[src/flow_cfg_pkg.sv]
/* flow crossbar configuration */

package flow_cfg_pkg;

  // upper limit for both the push and the pop flow count
  localparam int max_flows = 8;

  // one id addresses any flow up to the limit
  localparam int flow_id_w = $clog2(max_flows);

  // beat payload width, fixed for every build of the crossbar
  localparam int flow_data_w = 16;

  // flow counts used when the top level is not overridden
  localparam int default_num_push = 4;
  localparam int default_num_pop = 4;

endpackage

[src/flow_types_pkg.sv]
/* flow crossbar shared types */

package flow_types_pkg;

  // source or destination flow id
  typedef logic [flow_cfg_pkg::flow_id_w-1:0] flow_id_t;

  // beat payload
  typedef logic [flow_cfg_pkg::flow_data_w-1:0] flow_data_t;

  // a push beat carries its payload and the pop flow it is routed to
  typedef struct packed {
    flow_data_t data;
    flow_id_t   dest;
  } flow_beat_t;

endpackage

[src/flow_demux.sv]
/* flow crossbar push demux */

`timescale 1ns/1ps

module flow_demux #(
  parameter int num_pop = flow_cfg_pkg::default_num_pop,
  parameter bit register_demux_outputs = 1'b0
) (
  input  logic                                     clk,
  input  logic                                     reset,
  input  logic                                     push_valid,
  output logic                                     push_ready,
  input  flow_types_pkg::flow_beat_t               push_beat,
  output logic [num_pop-1:0]                       lane_valid,
  input  logic [num_pop-1:0]                       lane_ready,
  output flow_types_pkg::flow_data_t [num_pop-1:0] lane_data
);

  import flow_types_pkg::*;

  // one-hot lane select decoded from the destination id
  logic [num_pop-1:0] sel;

  always_comb begin
    for (int j = 0; j < num_pop; j++) begin
      sel[j] = (push_beat.dest == flow_id_t'(j));
    end
  end

  if (register_demux_outputs) begin : gen_reg
    logic               slot_valid;
    logic [num_pop-1:0] slot_sel;
    flow_data_t         slot_data;
    logic               slot_free;

    assign lane_valid = slot_sel & {num_pop{slot_valid}};

    always_comb begin
      for (int j = 0; j < num_pop; j++) begin
        lane_data[j] = slot_data;
      end
    end

    // slot takes a new beat when empty or draining in the same cycle
    assign slot_free = !slot_valid || (|(lane_valid & lane_ready));
    assign push_ready = slot_free;

    always_ff @(posedge clk) begin
      if (reset) begin
        slot_valid <= 1'b0;
      end else if (slot_free) begin
        slot_valid <= push_valid;
      end
    end

    always_ff @(posedge clk) begin
      if (slot_free && push_valid) begin
        slot_sel  <= sel;
        slot_data <= push_beat.data;
      end
    end
  end else begin : gen_comb
    assign lane_valid = sel & {num_pop{push_valid}};

    always_comb begin
      for (int j = 0; j < num_pop; j++) begin
        lane_data[j] = push_beat.data;
      end
    end

    // only the addressed lane can accept the beat
    assign push_ready = |(sel & lane_ready);
  end

endmodule

[config.mk]
export PLATFORM = sky130hd
export DESIGN_NAME = flow_demux
export DESIGN_NICKNAME = d
export VERILOG_FILES = /design/src/flow_cfg_pkg.sv /design/src/flow_types_pkg.sv /design/src/flow_demux.sv
export SDC_FILE = /design/constraint.sdc
export NUM_CORES = 1
export LEC_CHECK = 0
export BUFFER_PORTS_ARGS = -buffer_cell sky130_fd_sc_hd__buf_2
export CAP_MARGIN = 25
export CORE_MARGIN = 3
export CORE_UTILIZATION = 29
export DETAILED_ROUTE_END_ITERATION = 7
export PLACE_DENSITY_LB_ADDON = 0.08
export SLEW_MARGIN = 20
export SYNTH_ARGS = -nofsm -noshare
export SYNTH_HDL_FRONTEND = slang
export SYNTH_SLANG_ARGS = --single-unit
[constraint.sdc]
create_clock -name vclk -period 0.9
set_input_delay 0.09 -clock vclk [all_inputs]
set_output_delay 0.09 -clock vclk [all_outputs]
set_load 0.05 [all_outputs]
==> summary.md, run 1 <==
| Metric | Value |
|---|---|
| Outcome | `finished with violations` |
| Violated checks | `setup timing` |
| Syn-to-layout area delta | `-57.9%` |
| Tcrit/Tclk final | `113%` |
| Required @ worst endpoint | `0.81 ns` |
| Clock power share | `0%` |
| Worst setup path start | `lane_ready[3]` |
| Io pins | `95` |
| Gr ovfl total | `0` |
| Crit. End Element | `output port` |
| Final min period | `1.01 ns` |
| Syn Area/Cell | `7.99 um2` |
| Die area | `0.00249 mm2` |
| Antenna diodes | `0` |
| GR Util All Layers | `3.75%` |
| Cell Area, Synth | `559 um2` |
| Port-buffer cells | `13` |
| Vias/cell | `2.80` |
| Leak | `0.000107 uW` |
| GPL Wtd Cong | `0.595` |
| Wirelength per Cell | `12.4 um` |
| Hold Crit Class | `primary input to output port` |
| Sw Share | `49.5%` |
| Share of layout cells above drive strength 1 | `100%` |
| Flop pwr share | `0%` |
| Number of global-route vias before repair | `169` |
| Die H | `49.9 um` |
| Largest net degree at the start of global routing | `6` |
| Die width | `49.9 um` |
| Routed Antenna Nets | `0` |
| Int Power | `58.3 uW` |
| Slew headroom | `83.5%` |
| Setup WS post-layout | `-0.115 ns` |
| Crit path capture | `push_ready` |
| Core box area | `0.00176 mm2` |
| YS warnings | `0` |
| Final hold vios | `0` |
| Routed wire length | `558 um` |
| Crit path DAT | `0.92 ns` |
| WHS | `0.180 ns` |
| Filler cells | `217` |
| Maximum VDD drop | `0.000103 V` |
| Pwr dens | `490 mW/mm2` |
| Synth unique cells | `7` |
| Sequential cell area | `0 um2` |
| Critical path start-end classification | `primary input to output port` |
| Worst slew pin tran | `0.249 ns` |
| Switch Pwr | `57.0 uW` |
| Sequential area share after synthesis | `0%` |
| Finished Layout Cells | `45` |
| Most common cell after layout, fill and taps aside | `buf_2` |
| F_max | `985 MHz` |
| Slew Viols, Final | `0` |
| Most frequent cells in the layout | `8 x buf_2, 3 x buf_4, 2 x buf_8` |
| CP Launch Type | `primary input` |
| Max-Cap Viols | `0` |
| First-pass GRT wire length | `779 um` |
| Net count, final | `48` |
| CTS Hold Bufs | `0` |
| Placed Cells incl. Taps | `45` |
| Drt drc | `0` |
| Clkbuf count | `0` |
| DRT Pass-1 Iters | `1` |
| Site row count | `15` |
| Critical Path Fanout Max | `1` |
| Vias | `126` |
| Post-DP HPWL | `455 um` |
| Mapped Cells | `70` |
| DRT iter0 DRCs | `0` |
| Sequential cell count | `0` |
| Initial Util | `31.7%` |
| Syn nets | `96` |
| RSZ-0062 raised after global routing | `true` |
| Combinational power share | `100.0%` |
| Final setup vio count | `1` |
| Initial antenna violation count | `0` |
## cells in the mapped netlist
| cell | instances | area share, % |
|---|---|---|
| and4bb_2 | 1 | 2.2 |
| nor4b_1 | 1 | 1.6 |
| nor4bb_1 | 1 | 1.8 |
| mux4_2 | 1 | 4.0 |
| buf_4 | 64 | 86 |
| and4b_2 | 1 | 2.0 |
| nor2b_4 | 1 | 2.5 |
## cells by family after synthesis
group / count (synthesis) / synth area share (%)
and+or+nand+nor: 5 / 10.1
muxes: 1 / 4.03
buffers and inverters: 64 / 85.9
## per-layer routing
layer	track usage [%]	up-vias	share of wire, %
li1	-	57	-
met5	0	-	0
met2	5.29	12	40
met1	3.60	53	31
met3	2.72	4	26
met4	3.23	0	2.9
## worst min path at each step
stage / end / cells after the start / start
floorplan: push_ready / 1 / push_beat[2]
global placement: lane_data[45] / 0 / push_beat[16]
detailed placement: lane_data[45] / 0 / push_beat[16]
CTS: lane_data[45] / 0 / push_beat[16]
global route: lane_data[5] / 0 / push_beat[8]
finish: lane_data[18] / 0 / push_beat[5]
## worst max-delay path, cell delays in order
cell	delay, ns
buf_2	0.10
mux4_2	0.45
nor2b_4	0.14
buf_8	0.14
## through the flow
| step | utilization (%) | setup TNS [ns] | area [um2] | total power (uW) | worst slack (ns) |
|---|---|---|---|---|---|
| after floorplan | - | -0.248 | 581 | 824 | -0.248 |
| after detailed placement | 11.6 | -0.375 | 204 | 101 | -0.216 |
| after global placement | 11.6 | -0.341 | 204 | 99.9 | -0.197 |
| final | 13.3 | -0.115 | 235 | 115 | -0.115 |
| after global routing | 13.3 | -0.179 | 235 | 122 | -0.137 |
| after CTS | 12.8 | -0.125 | 225 | 114 | -0.125 |
## power groups by stage
stage          registers (uW)  clock network, uW  logic (uW)
4_1_cts                     0                  0         114
2_1_floorplan               0                  0         824
3_5_place_dp                0                  0         101
5_1_grt                     0                  0         122
6_report                    0                  0         115
3_3_place_gp                0                  0        99.9
## final cells by class
| cell class | instances | area [um2] | area share, % |
|---|---|---|---|
| Timing Repair Buffer | 14 | 104 | 44.1 |
| Multi-Input combinational cell | 6 | 100 | 42.6 |
| Tap cell | 25 | 31.3 | 13.3 |
## what timing repair did
item / 4_1_cts / 5_1_grt
gates resized for setup: 6 / 4
endpoints found under the setup margin: 3 / 4
hold endpoints to repair: 0 / 0
pin swaps: 1 / 0
setup buffers: 0 / 0
Note: power is estimated with default switching activity, not from simulation.
==> inputs of run 2 (changes only) <==
--- a/config.mk
+++ b/config.mk
@@ -7,8 +7,9 @@
 export LEC_CHECK = 0
 export BUFFER_PORTS_ARGS = -buffer_cell sky130_fd_sc_hd__buf_2
 export CAP_MARGIN = 25
+export CORE_ASPECT_RATIO = 0.8
 export CORE_MARGIN = 3
-export CORE_UTILIZATION = 29
+export CORE_UTILIZATION = 31
 export DETAILED_ROUTE_END_ITERATION = 7
 export PLACE_DENSITY_LB_ADDON = 0.08
 export SLEW_MARGIN = 20
==> constraint.sdc (replaced) <==
create_clock -name vclk -period 1.3
set_input_delay 0.13 -clock vclk [all_inputs]
set_output_delay 0.13 -clock vclk [all_outputs]
set_load 0.05 [all_outputs]
==> summary.md, run 2 (synthesized netlist as in run 1, its figures left out) <==
| Metric | Value |
|---|---|
| CTS Hold Bufs | `0` |
| WHS | `0.260 ns` |
| Leak | `0.0000867 uW` |
| DRT iter0 DRCs | `0` |
| Setup Buffers After CTS | `0` |
| Max-Cap Viols | `0` |
| Setup tns final | `0 ns` |
| Die area | `0.00235 mm2` |
| Wirelength per Cell | `12.8 um` |
| Crit. End Element | `output port` |
| Port-buffer cells | `13` |
| Post-DP HPWL | `429 um` |
| WP buf/inv | `2` |
| Most common cell after layout, fill and taps aside | `buf_2` |
| Site row count | `13` |
| Pwr dens | `337 mW/mm2` |
| Number of global-route vias before repair | `147` |
| Share of layout cells above drive strength 1 | `100%` |
| Largest net degree at the start of global routing | `6` |
| Tot Pwr | `62.1 uW` |
| Crit path DAT | `1.09 ns` |
| GR Util All Layers | `3.43%` |
| Critical path start-end classification | `primary input to output port` |
| Post-cts sizing count | `0` |
| Routed wire length | `526 um` |
| Drt drc | `0` |
| Initial antenna violation count | `0` |
| Vias/cell | `3.17` |
| Sequential cell area | `0 um2` |
| Finished Layout Cells | `41` |
| Routed Antenna Nets | `0` |
| Net count, final | `47` |
| Required @ worst endpoint | `1.17 ns` |
| Placed Cells incl. Taps | `41` |
| Die width | `53.5 um` |
| F_max | `817 MHz` |
| Filler cells | `195` |
| Maximum VDD drop | `0.0000654 V` |
| Most used cell, CP | `buf_2` |
| DRT Pass-1 Iters | `1` |
| Outcome | `completed` |
| Gr ovfl total | `0` |
| Antenna diodes | `0` |
| Clkbuf count | `0` |
| First-pass GRT wire length | `641 um` |
| Crit path cell chain | `buf_2 > mux4_2 > nor2b_4 > buf_2` |
| Sequential cell count | `0` |
| Final setup vio count | `0` |
| Vias | `130` |
| RSZ-0062 raised after global routing | `false` |
| Final hold vios | `0` |
| Final core occ | `11.1%` |
| GPL Wtd Cong | `0.614` |
| Top cell family by delay on the critical path | `multiplexers` |
| Final min period | `1.22 ns` |
| Io pins | `95` |
| Worst slew pin tran | `0.254 ns` |
| Hold Crit Class | `primary input to output port` |
| CP peak stage delay | `0.50 ns` |
| Multi-input logic area | `91.3 um2` |
| Slowest cell on the critical path | `mux4_2` |
| CP Launch Type | `primary input` |
| Critical Path Fanout Max | `5` |
| Core box area | `0.00166 mm2` |
| Die H | `44.0 um` |
| Tcrit/Tclk final | `94.2%` |
| Slew Viols, Final | `0` |
| Initial Util | `33.7%` |
| Syn-to-layout area delta | `-67.1%` |
| Slew headroom | `83.2%` |
run 2: cell types whose count changed in the layout (fill, tap and decap cells not counted):
cell	previous run	this run
nor4bb_4	1	0
nor4bb_2	0	1
buf_8	2	0
buf_4	3	0
buf_6	1	0
buf_2	8	13
run 2: area by class of cell:
type                            count  area share [%]
Timing Repair Buffer               13            35.4
Multi-Input combinational cell      6            49.7
Tap cell                           22            15.0
run 2: metal layers:
metal	track usage, %	part of all wire (%)	up-vias
met5	0	0	-
met4	3.06	1.1	0
met3	3.09	38	2
met2	5.62	40	22
met1	2.24	21	49
li1	-	-	57
run 2: worst paths after layout:
kind	cells past startpoint	startpoint	endpoint
worst max-delay path	4	push_beat[0]	push_ready
worst min-delay path	0	push_beat[17]	lane_data[14]
run 2: where the power goes:
part	switching (uW)	internal (uW)
clock network	0	0
registers	0	0
logic	35.5	26.6
run 2: through the flow:
stage / instance area [um2] / worst slack [ns]
after floorplan: 572 / 0.0227
after global placement: 184 / 0.0700
after detailed placement: 184 / 0.0722
after CTS: 184 / 0.0644
after global routing: 184 / 0.0512
final: 184 / 0.0754
==> inputs of run 3 (changes only) <==
--- a/config.mk
+++ b/config.mk
@@ -12,6 +12,7 @@
 export CORE_UTILIZATION = 31
 export DETAILED_ROUTE_END_ITERATION = 7
 export PLACE_DENSITY_LB_ADDON = 0.08
+export REMOVE_ABC_BUFFERS = 1
 export SLEW_MARGIN = 20
 export SYNTH_ARGS = -nofsm -noshare
 export SYNTH_HDL_FRONTEND = slang
==> summary.md, run 3 (synthesized netlist as in run 1, its figures left out) <==
| Metric | Value |
|---|---|
| Pwr dens | `352 mW/mm2` |
| Multi-input logic area | `78.8 um2` |
| Largest net degree at the start of global routing | `6` |
| DRT Pass-1 Iters | `1` |
| Vias/cell | `5.10` |
| Die H | `44.0 um` |
| Drt drc | `0` |
| Core box area | `0.00166 mm2` |
| Antenna diodes | `0` |
| Syn-to-layout area delta | `-69.4%` |
| Required @ worst endpoint | `1.17 ns` |
| Share of layout cells above drive strength 1 | `89.5%` |
| Number of global-route vias before repair | `229` |
| Final setup vio count | `0` |
| Leak | `0.0000848 uW` |
| Final hold vios | `0` |
| Critical Path Fanout Max | `5` |
| Slew Viols, Final | `0` |
| Setup WS post-layout | `0.0704 ns` |
| Net count, final | `47` |
| Sequential cell count | `0` |
| Hold_sp | `push_beat[10]` |
| Vias | `209` |
| Hold depth | `0` |
| Site row count | `13` |
| Initial Util | `33.7%` |
| Hold Crit Class | `primary input to output port` |
| Final min period | `1.23 ns` |
| Outcome | `completed` |
| Setup Buffers After CTS | `0` |
| GR Util All Layers | `13.4%` |
| Max-Cap Viols | `0` |
| Port-buffer cells | `13` |
| F_max | `813 MHz` |
| CP Launch Type | `primary input` |
| Routed wire length | `1.68 mm` |
| Crit. End Element | `output port` |
| Io pins | `95` |
| Initial antenna violation count | `0` |
| Wirelength per Cell | `40.9 um` |
| Filler cells | `199` |
| First-pass GRT wire length | `2.03 mm` |
| Pre-CTS WS | `0.0653 ns` |
| Routed Antenna Nets | `0` |
| Tcrit/Tclk final | `94.6%` |
| Critical path start-end classification | `primary input to output port` |
| Clkbuf count | `0` |
| Post-cts sizing count | `0` |
| CTS Hold Bufs | `0` |
| Die width | `53.5 um` |
| Most common cell after layout, fill and taps aside | `buf_2` |
| Crit path DAT | `1.10 ns` |
| Final core occ | `10.3%` |
| Worst slew pin tran | `0.232 ns` |
| Maximum VDD drop | `0.0000782 V` |
| DRT iter0 DRCs | `0` |
| Gr ovfl total | `0` |
| Slew headroom | `84.3%` |
| Sequential cell area | `0 um2` |
| Worst Hold End | `lane_data[7]` |
| GPL Wtd Cong | `0.703` |
| RSZ-0062 raised after global routing | `false` |
| Die area | `0.00235 mm2` |
## run 3: routing by layer
layer | wire (um) | GRT usage, % | share of wire (%)
met3 | 502 | 15.1 | 30
met1 | 450 | 12.8 | 27
met4 | 39 | 3.06 | 2.3
met2 | 685 | 19.1 | 41
met5 | 0 | 0 | 0
## run 3: power breakdown
part | internal, uW | switching, uW
sequential | 0 | 0
clock | 0 | 0
combinational | 25.2 | 35.2
total | 25.2 | 35.2
## run 3: area by class of cell
class	instances	area share, %
multi-input cells	6	46.0
repair buffers	13	38.0
well taps	22	16.1
## run 3: how the worst max path moves through the flow
stage,depth (start not counted),start,endpoint,slack [ns]
6_report,4,push_beat[0],push_ready,0.07
5_1_grt,4,push_beat[0],push_ready,0.03
4_1_cts,4,push_beat[0],push_ready,0.07
3_5_place_dp,4,push_beat[0],push_ready,0.07
3_3_place_gp,4,push_beat[0],push_ready,0.09
2_1_floorplan,1,push_beat[0],lane_valid[0],-0.62
## run 3: worst max-delay path: stages
cell and delay [ns]:
buf_2 0.13, mux4_2 0.50, nor2b_4 0.13, buf_2 0.20
## run 3: per-stage QoR
step / total power (uW) / hold WS [ns] / area [um2] / setup TNS [ns] / std cells
floorplan: 36.2 / 0.260 / 78.8 / -1.11 / 6
global placement: 59.1 / 0.262 / 171 / 0 / 41
detailed placement: 60.9 / 0.262 / 171 / 0 / 41
CTS: 61.0 / 0.262 / 171 / 0 / 41
global route: 64.5 / 0.260 / 171 / 0 / 41
finish: 60.4 / 0.260 / 171 / 0 / 41
